## src/verilog/udp_tx_defs.svh

```systemverilog
`ifndef UDP_TX_DEFS_SVH
`define UDP_TX_DEFS_SVH

// UDP payload carried by every frame
`define UDP_PAYLOAD_BYTES 16

// Header sizes
`define MAC_HEADER_BYTES 14
`define IP_HEADER_BYTES 20
`define UDP_HEADER_BYTES 8

// Zero bytes after the payload to reach a multiple of four bytes
`define PAD_BYTES \
    ((4 - ((`MAC_HEADER_BYTES + `IP_HEADER_BYTES + `UDP_HEADER_BYTES + \
    `UDP_PAYLOAD_BYTES) % 4)) % 4)

// Whole frame without the FCS
`define FRAME_BYTES \
    (`MAC_HEADER_BYTES + `IP_HEADER_BYTES + `UDP_HEADER_BYTES + \
    `UDP_PAYLOAD_BYTES + `PAD_BYTES)

// Nibble counts on the MII side
`define PREAMBLE_NIBBLES 16
`define FCS_NIBBLES 8
// Idle cycles between frames
`define IFG_NIBBLES 24

// Protocol field values
`define ETHER_TYPE_IPV4 16'h0800
`define IP_TOS 8'h0C
`define IP_TTL 8'hFF
`define IP_PROTO_UDP 8'h11

// Ethernet CRC-32, reflected form of 04C11DB7
`define CRC_POLY 32'hEDB88320
`define CRC_INIT 32'hFFFFFFFF

`endif

```

## src/verilog/udp_tx_pkg.sv

```systemverilog
`include "udp_tx_defs.svh"

package udp_tx_pkg;

    // Addressing fields
    typedef logic [47:0] mac_addr_t;
    typedef logic [31:0] ipv4_addr_t;
    typedef logic [15:0] udp_port_t;

    // Payload, first byte in the top byte
    typedef logic [`UDP_PAYLOAD_BYTES*8-1:0] payload_t;

    // Assembled frame, first byte on the wire in the top byte
    typedef logic [`FRAME_BYTES*8-1:0] frame_t;

    // One MII transfer
    typedef logic [3:0] nibble_t;

    // Running CRC register
    typedef logic [31:0] crc_t;

    // Builder holds at most one frame
    typedef enum logic [1:0] {
        EMPTY,
        SUM,
        FOLD,
        FULL
    } build_state_t;

    // Wire sequence of one frame
    typedef enum logic [2:0] {
        IDLE,
        PREAMBLE,
        FRAME,
        FCS,
        GAP
    } tx_state_t;

endpackage

```

## src/verilog/crc_if.sv

```systemverilog
interface crc_if;
    // Load the initial value on the next edge
    logic init;
    // Fold the nibble in on the next edge
    logic enable;
    udp_tx_pkg::nibble_t nibble;
    // Current register value
    udp_tx_pkg::crc_t crc;

    // Serializer side
    modport ctrl (
        output init, enable, nibble,
        input crc
    );

    // CRC unit side
    modport unit (
        input init, enable, nibble,
        output crc
    );
endinterface

```

## src/verilog/crc32_nibble.sv

```systemverilog
`include "udp_tx_defs.svh"

module crc32_nibble (
    input logic clk,
    input logic reset,
    crc_if.unit crc
);

    udp_tx_pkg::crc_t crc_reg;

    // Four bits of reflected CRC-32, nibble bit 0 goes in first
    function automatic udp_tx_pkg::crc_t crc_step(
        input udp_tx_pkg::crc_t  value,
        input udp_tx_pkg::nibble_t data
    );
        udp_tx_pkg::crc_t next;
        next = value;
        for (int i = 0; i < 4; i++) begin
            if (next[0] ^ data[i]) begin
                next = (next >> 1) ^ `CRC_POLY;
            end else begin
                next = next >> 1;
            end
        end
        return next;
    endfunction

    always_ff @(posedge clk) begin
        if (reset) begin
            crc_reg <= `CRC_INIT;
        end else if (crc.init) begin
            crc_reg <= `CRC_INIT;
        end else if (crc.enable) begin
            crc_reg <= crc_step(crc_reg, crc.nibble);
        end
    end

    // Raw register, complement is done by the serializer
    assign crc.crc = crc_reg;

endmodule

```

## src/verilog/mii_tx_serializer.sv

```systemverilog
`include "udp_tx_defs.svh"

module mii_tx_serializer (
    input  logic                 clk,
    input  logic                 reset,
    input  logic                 frame_valid,
    input  udp_tx_pkg::frame_t   frame,
    output logic                 frame_take,
    output logic                 tx_en,
    output udp_tx_pkg::nibble_t  tx_d,
    crc_if.ctrl                  crc
);

    localparam int FRAME_BITS = `FRAME_BYTES * 8;
    localparam int FRAME_NIBBLES = `FRAME_BYTES * 2;

    // Preamble byte 55 and SFD byte D5, low nibble first
    localparam udp_tx_pkg::nibble_t PREAMBLE_NIBBLE = 4'h5;
    localparam udp_tx_pkg::nibble_t SFD_NIBBLE = 4'hD;

    // Last count value of each phase
    localparam logic [7:0] PREAMBLE_LAST = 8'(`PREAMBLE_NIBBLES - 1);
    localparam logic [7:0] FRAME_LAST = 8'(FRAME_NIBBLES - 1);
    localparam logic [7:0] FCS_LAST = 8'(`FCS_NIBBLES - 1);
    localparam logic [7:0] GAP_LAST = 8'(`IFG_NIBBLES - 1);

    udp_tx_pkg::tx_state_t state;
    logic [7:0] count;

    // Local copy, shifted up one byte per two nibbles
    udp_tx_pkg::frame_t frame_q;

    udp_tx_pkg::nibble_t frame_nibble;
    udp_tx_pkg::nibble_t fcs_nibble;
    udp_tx_pkg::crc_t    fcs_word;

    // Top byte is the current one, low nibble on even counts
    assign frame_nibble = count[0] ? frame_q[FRAME_BITS-1 -: 4] : frame_q[FRAME_BITS-5 -: 4];

    // FCS goes out LSB byte first, low nibble first
    assign fcs_word = ~crc.crc;
    assign fcs_nibble = fcs_word[{count[2:0], 2'b00} +: 4];

    assign frame_take = (state == udp_tx_pkg::IDLE) && frame_valid;

    // CRC restarts during the preamble and folds every frame nibble
    assign crc.init = (state == udp_tx_pkg::PREAMBLE);
    assign crc.enable = (state == udp_tx_pkg::FRAME);
    assign crc.nibble = frame_nibble;

    always_ff @(posedge clk) begin
        if (reset) begin
            state <= udp_tx_pkg::IDLE;
            count <= '0;
            tx_en <= 1'b0;
            tx_d <= '0;
        end else begin
            case (state)
                udp_tx_pkg::IDLE: begin
                    tx_en <= 1'b0;
                    tx_d <= '0;
                    if (frame_take) begin
                        state <= udp_tx_pkg::PREAMBLE;
                        count <= '0;
                    end
                end
                udp_tx_pkg::PREAMBLE: begin
                    tx_en <= 1'b1;
                    tx_d <= (count == PREAMBLE_LAST) ? SFD_NIBBLE : PREAMBLE_NIBBLE;
                    if (count == PREAMBLE_LAST) begin
                        state <= udp_tx_pkg::FRAME;
                        count <= '0;
                    end else begin
                        count <= count + 8'd1;
                    end
                end
                udp_tx_pkg::FRAME: begin
                    tx_en <= 1'b1;
                    tx_d <= frame_nibble;
                    if (count == FRAME_LAST) begin
                        state <= udp_tx_pkg::FCS;
                        count <= '0;
                    end else begin
                        count <= count + 8'd1;
                    end
                end
                udp_tx_pkg::FCS: begin
                    // CRC register holds during this phase
                    tx_en <= 1'b1;
                    tx_d <= fcs_nibble;
                    if (count == FCS_LAST) begin
                        state <= udp_tx_pkg::GAP;
                        count <= '0;
                    end else begin
                        count <= count + 8'd1;
                    end
                end
                udp_tx_pkg::GAP: begin
                    tx_en <= 1'b0;
                    tx_d <= '0;
                    if (count == GAP_LAST) begin
                        state <= udp_tx_pkg::IDLE;
                        count <= '0;
                    end else begin
                        count <= count + 8'd1;
                    end
                end
                default: state <= udp_tx_pkg::IDLE;
            endcase
        end
    end

    // Frame copy, builder is free to refill right after take
    always_ff @(posedge clk) begin
        if (frame_take) begin
            frame_q <= frame;
        end else if (state == udp_tx_pkg::FRAME && count[0]) begin
            frame_q <= frame_q << 8;
        end
    end

endmodule

```

## src/verilog/udp_frame_builder.sv

```systemverilog
`include "udp_tx_defs.svh"

module udp_frame_builder (
    input  logic                   clk,
    input  logic                   reset,
    input  logic                   send,
    input  udp_tx_pkg::payload_t   payload,
    input  udp_tx_pkg::mac_addr_t  src_mac,
    input  udp_tx_pkg::mac_addr_t  dest_mac,
    input  udp_tx_pkg::ipv4_addr_t src_ip,
    input  udp_tx_pkg::ipv4_addr_t dest_ip,
    input  udp_tx_pkg::udp_port_t  src_port,
    input  udp_tx_pkg::udp_port_t  dest_port,
    input  logic                   frame_take,
    output logic                   ready,
    output logic                   frame_valid,
    output udp_tx_pkg::frame_t     frame
);

    // Length fields
    localparam int UDP_TOTAL_BYTES = `UDP_HEADER_BYTES + `UDP_PAYLOAD_BYTES;
    localparam int IP_TOTAL_BYTES = `IP_HEADER_BYTES + UDP_TOTAL_BYTES;

    // IPv4 header position inside the frame
    localparam int IP_MSB = (`FRAME_BYTES - `MAC_HEADER_BYTES) * 8 - 1;
    localparam int IP_WORDS = `IP_HEADER_BYTES / 2;
    // Checksum is the sixth header word
    localparam int CSUM_MSB = IP_MSB - 16 * 5;

    udp_tx_pkg::build_state_t state;

    // Ten words of at most FFFF fit in 20 bits
    logic [19:0] word_sum;
    logic [19:0] sum;
    logic [16:0] fold_one;
    logic [15:0] fold_two;
    logic [15:0] csum;
    logic        accept;

    assign accept = send && ready;

    // Header word sum, checksum field is still zero here
    always_comb begin
        word_sum = '0;
        for (int i = 0; i < IP_WORDS; i++) begin
            word_sum = word_sum + 20'(frame[IP_MSB - 16 * i -: 16]);
        end
    end

    // Two carry folds, then ones' complement
    always_comb begin
        fold_one = {1'b0, sum[15:0]} + {13'b0, sum[19:16]};
        fold_two = fold_one[15:0] + 16'(fold_one[16]);
        csum = ~fold_two;
    end

    // Control
    always_ff @(posedge clk) begin
        if (reset) begin
            state <= udp_tx_pkg::EMPTY;
            ready <= 1'b0;
            frame_valid <= 1'b0;
        end else begin
            case (state)
                udp_tx_pkg::EMPTY: begin
                    if (accept) begin
                        state <= udp_tx_pkg::SUM;
                        ready <= 1'b0;
                    end else begin
                        // Comes up one edge after reset release
                        ready <= 1'b1;
                    end
                end
                udp_tx_pkg::SUM: state <= udp_tx_pkg::FOLD;
                udp_tx_pkg::FOLD: state <= udp_tx_pkg::FULL;
                udp_tx_pkg::FULL: begin
                    if (frame_take) begin
                        state <= udp_tx_pkg::EMPTY;
                        ready <= 1'b1;
                        frame_valid <= 1'b0;
                    end else begin
                        // Valid follows the checksum write by one cycle
                        frame_valid <= 1'b1;
                    end
                end
                default: state <= udp_tx_pkg::EMPTY;
            endcase
        end
    end

    // Frame contents and checksum accumulator
    always_ff @(posedge clk) begin
        if (accept) begin
            frame <= {
                dest_mac, src_mac, `ETHER_TYPE_IPV4,
                4'd4, 4'd5, `IP_TOS, 16'(IP_TOTAL_BYTES),
                // Identification, flags and fragment offset
                16'h0000, 16'h0000,
                `IP_TTL, `IP_PROTO_UDP,
                // Header checksum, filled in FOLD
                16'h0000,
                src_ip, dest_ip,
                src_port, dest_port, 16'(UDP_TOTAL_BYTES),
                // UDP checksum unused
                16'h0000,
                payload,
                {(`PAD_BYTES * 8){1'b0}}
            };
        end else if (state == udp_tx_pkg::FOLD) begin
            frame[CSUM_MSB -: 16] <= csum;
        end
        if (state == udp_tx_pkg::SUM) begin
            sum <= word_sum;
        end
    end

endmodule

```

## src/verilog/udp_tx_top.sv

```systemverilog
module udp_tx_top (
    input  logic                   clk,
    input  logic                   reset,
    input  logic                   send,
    input  udp_tx_pkg::payload_t   payload,
    input  udp_tx_pkg::mac_addr_t  src_mac,
    input  udp_tx_pkg::mac_addr_t  dest_mac,
    input  udp_tx_pkg::ipv4_addr_t src_ip,
    input  udp_tx_pkg::ipv4_addr_t dest_ip,
    input  udp_tx_pkg::udp_port_t  src_port,
    input  udp_tx_pkg::udp_port_t  dest_port,
    output logic                   ready,
    output logic                   tx_en,
    output udp_tx_pkg::nibble_t    tx_d
);

    // Builder to serializer handoff
    logic               frame_valid;
    logic               frame_take;
    udp_tx_pkg::frame_t frame;

    // Serializer to CRC unit
    crc_if crc_bus ();

    // Latch, assemble and checksum one frame
    udp_frame_builder u_builder (
        .clk         (clk),
        .reset       (reset),
        .send        (send),
        .payload     (payload),
        .src_mac     (src_mac),
        .dest_mac    (dest_mac),
        .src_ip      (src_ip),
        .dest_ip     (dest_ip),
        .src_port    (src_port),
        .dest_port   (dest_port),
        .frame_take  (frame_take),
        .ready       (ready),
        .frame_valid (frame_valid),
        .frame       (frame)
    );

    // Preamble, frame, FCS and gap on the MII
    mii_tx_serializer u_serializer (
        .clk         (clk),
        .reset       (reset),
        .frame_valid (frame_valid),
        .frame       (frame),
        .frame_take  (frame_take),
        .tx_en       (tx_en),
        .tx_d        (tx_d),
        .crc         (crc_bus.ctrl)
    );

    // Running FCS
    crc32_nibble u_crc (
        .clk   (clk),
        .reset (reset),
        .crc   (crc_bus.unit)
    );

endmodule
```

## config.mk

```make
export PLATFORM = sky130hd
export DESIGN_NAME = udp_tx_top
export DESIGN_NICKNAME = d
export VERILOG_FILES = /design/src/verilog/udp_tx_pkg.sv /design/src/verilog/crc_if.sv /design/src/verilog/crc32_nibble.sv /design/src/verilog/mii_tx_serializer.sv /design/src/verilog/udp_frame_builder.sv /design/src/verilog/udp_tx_top.sv
export VERILOG_INCLUDE_DIRS = /design/src /design/src/verilog
export SDC_FILE = /design/constraint.sdc
export NUM_CORES = 1
export LEC_CHECK = 0
export CAP_MARGIN = 10
export CORE_ASPECT_RATIO = 0.7
export CORE_MARGIN = 5
export CORE_UTILIZATION = 45
export DETAILED_ROUTE_END_ITERATION = 10
export DONT_BUFFER_PORTS = 1
export GPL_ROUTABILITY_DRIVEN = 1
export PLACE_DENSITY = 0.64
export SLEW_MARGIN = 10
export SYNTH_ARGS = -nofsm -noshare
export SYNTH_HDL_FRONTEND = slang
export SYNTH_SLANG_ARGS = --single-unit
```

## constraint.sdc

```tcl
create_clock -name clk -period 12.9 [get_ports clk]
set_input_delay 0 -clock clk [delete_from_list [all_inputs] [get_ports clk]]
set_output_delay 0 -clock clk [all_outputs]
set_load 0.03 [all_outputs]
```

==> results by group <==
Synthesis
  • Mean area per synthesized cell: between 10 and 15 um^2
  • Synth cell types: 73
  • Mux cell area share after synthesis: less than 1%
  • Largest family of logic cells by synthesized area: simple AND/OR/NAND/NOR gates
  • Synth warnings: 0
  • Post-synth top cells: 1007 x nand2_1, 804 x edfxtp_1, 119 x and2_1
  • Main flop type after synthesis: edfxtp_1
  • Mapped cell area: roughly 35000 um^2
  • Fraction of the mapped netlist area in simple logic gates: between 10% and 20%
  • Synth top area share: about two thirds
  • Post-synth ARST share: 0%
  • Cell taking the most area after synthesis: edfxtp_1
  • Most frequent cell after synthesis: nand2_1
  • Yosys reg bits: 872
  • Synthesized-area fraction occupied by adder cells: 3.97%
  • Cells after Synth: roughly 2700
  • Synth Net Count: between 3000 and 4000
  • Number of synthesized flops with an enable pin: about 800
  • Register area share after synthesis: 71.9%
  • Complex-gate fraction of the synthesized area: under 10%
  • XOR/XNOR Fraction of Synth Area: 2.58%
  • Synth top area cells: edfxtp_1 68%, nand2_1 11%, dfxtp_1 3.8%

Clock network
  • # hold bufs at CTS: 617
  • Clk slew on worst S/H paths: 0.07 ns
  • Post_cts resized: 0
  • Worst-Skew Late Latency: between 0.6 and 0.7 ns
  • Cts bufs inserted: 84
  • H-tree levels: 3
  • Root Buffer: clkbuf_16
  • Clk sinks: ~870
  • CTS tree: built
  • Post CTS Setup Buffer Count: 0
  • Clk buf depth: 3

Global route
  • Initial antenna violation count: 5
  • Gr ovfl total: 0
  • First-pass GRT wire length: roughly 130000 um
  • Largest net degree at the start of global routing: 220
  • Total GRT Usage: 20.2%
  • Vias in the first global route: between 20000 and 25000

Finish
  • Max FFs per register: 464
  • Nets@finish: between 3000 and 4000
  • Layout cell share with drive strength beyond 1: 5.11%
  • Layout area overhead: 28.2%

Route
  • Routed wirelength normalized by instance count: approximately 20 um
  • WL final: a little under 90000 um
  • Avg Vias per Cell: 5.07
  • DR pass1 iterations: 7
  • Initial drt markers: approximately 2100
  • Routed via count: about 23000
  • Detail Route Antenna Nets: 0
  • Remaining DRCs: 0

Worst setup path
  • Kind of critical path: flip-flop to flip-flop
  • Worst EP required: 13.25 ns
  • CP Capture Type: flip-flop
  • Startpoint Class: flip-flop
  • Worst-path maximum fanout: 6
  • Critical path arrival: about 5.5 ns

Place
  • Buffers on Ports: 0
  • HPWL Detailed: 47000 um
  • DP Worst Slack: between 7 and 8 ns
  • Final GP Congestion: just over 0.9

Floorplan
  • Core Area: 78400 um^2
  • DIE HEIGHT: around 240 um
  • Initial Utilization: a little under half
  • Width of the die: about 350 um
  • Die Area: between 80000 and 90000 um^2
  • Ports: ~330
  • Site row count: between 80 and 90

Pwr
  • Total Power Consumption: 8.78 mW
  • P_leak: around 17 nW
  • PD cells: ~190 nW/um^2
  • VDD IR-drop max: between 0.00015 and 0.0002 V

Timing
  • Slew of the pin with the lowest slew margin: 1.34 ns
  • Tcrit/Tclk final: between 40% and 50%
  • Achievable Freq: ~0.19 GHz
  • RSZ-0062 raised after global routing: no
  • Final setup fails: 0
  • Final hold vios: 0
  • Final min period: approximately 5.2 ns
  • Setup TNS: 0 ns
  • Final slew viol count: 0
  • Layout Skew: 0.0270 ns
  • Relative slew slack: a little over a tenth
  • Worst Slack Setup Final: between 7 and 8 ns

Status
  • Status: finished clean

Flow run
  • Total of max-cap violations: 0

Min path
  • Hold Crit Class: input port to flip-flop
## per-stage QoR
step / utilization, % / std cells / hold WS (ns) / cell area [um^2]
floorplan: - / 2727 / 0.0793 / 35500
global placement: 46.5 / 3687 / 0.0739 / 36500
detailed placement: 46.5 / 3687 / 0.0788 / 36500
CTS: 57.8 / 4458 / 0.000315 / 45400
global route: 57.9 / 4467 / -0.00195 / 45400
finish: 57.9 / 4469 / 0.0270 / 45400
## area by class of cell
type                            count  area (um^2)
Antenna cell                        5         12.5
Clock buffer                      109         2250
Clock inverter                     45          449
Fill cell                        5860        33000
Inverter                           91          349
Multi-Input combinational cell   1650         9170
Sequential cell                   872        25500
Tap cell                         1056         1320
Timing Repair Buffer              641         6400
## kinds of logic after synthesis
| kind of cell | count (synthesis) |
|---|---|
| AO/OA/AOI/OAI | 162 |
| XOR/XNOR | 91 |
| adder cells (fa/ha/maj) | 84 |
| buffers and inverters | 205 |
| flip-flops | 872 |
| multiplexers | 23 |
| AND/OR/NAND/NOR | 1290 |
## worst max-delay path, stage by stage, from the launching register on
cell and delay (ns):
dfxtp_1 0.36, ha_1 0.25, a21oi_1 0.25, nor2_1 0.14, o21ai_0 0.21, xnor2_1 0.17, fa_1 0.47, fa_1 0.52
inv_1 0.05, fa_1 0.50, inv_1 0.04, ha_1 0.37, o21a_1 0.14, o21a_1 0.16, o21ai_0 0.21, a311oi_1 0.13
nor3_1 0.49, mux2i_1 0.25, o2111ai_1 0.16
## final timing paths
check	from	to	slack [ns]	depth (start not counted)
setup / recovery	u_builder.frame[272]$_SDFFE_PP0P_	u_builder.sum[15]$_DFFE_PN_	7.74	18
hold / removal	dest_port[2]	u_builder.frame[178]$_DFFE_PP_	0.03	1
setup reg to reg	u_builder.frame[272]$_SDFFE_PP0P_	u_builder.sum[15]$_DFFE_PN_	7.74	18
hold reg to reg	u_crc.crc.crc[5]$_SDFFE_PP1P_	u_crc.crc.crc[1]$_SDFFE_PP1P_	0.49	2
## placed cells by master (no fill, tap or decap), types with 12 or more instances in the layout
cell / count
and2_1: 119
o211ai_1: 28
nand3_1: 21
inv_1: 90
nand2b_1: 27
o21ai_0: 44
dlygate4sd3_1: 623
nor2_1: 55
clkbuf_1: 20
fa_1: 48
a211oi_1: 13
edfxtp_1: 804
xnor2_1: 49
nor3_1: 12
clkinv_1: 16
a21oi_1: 30
buf_4: 16
nand2_1: 1006
clkbuf_16: 85
ha_1: 34
xor2_1: 34
dfxtp_1: 68
## power breakdown
group          internal [mW]  switching (mW)  total [mW]  leakage, nW
clock                   1.37            1.10        2.47         1.31
sequential              3.56           0.166        3.73         7.89
combinational           1.03            1.56        2.58         7.97
total                   5.95            2.83        8.78         17.2
## per-layer routing
layer,GRT usage [%],vias to the layer above,wire (um)
li1,-,10535,-
met1,27.5,11050,37100
met2,32.5,910,41300
met3,4.79,155,6610
met4,6.17,0,2280
met5,0,-,0
Note: power is estimated with default switching activity, not from simulation.
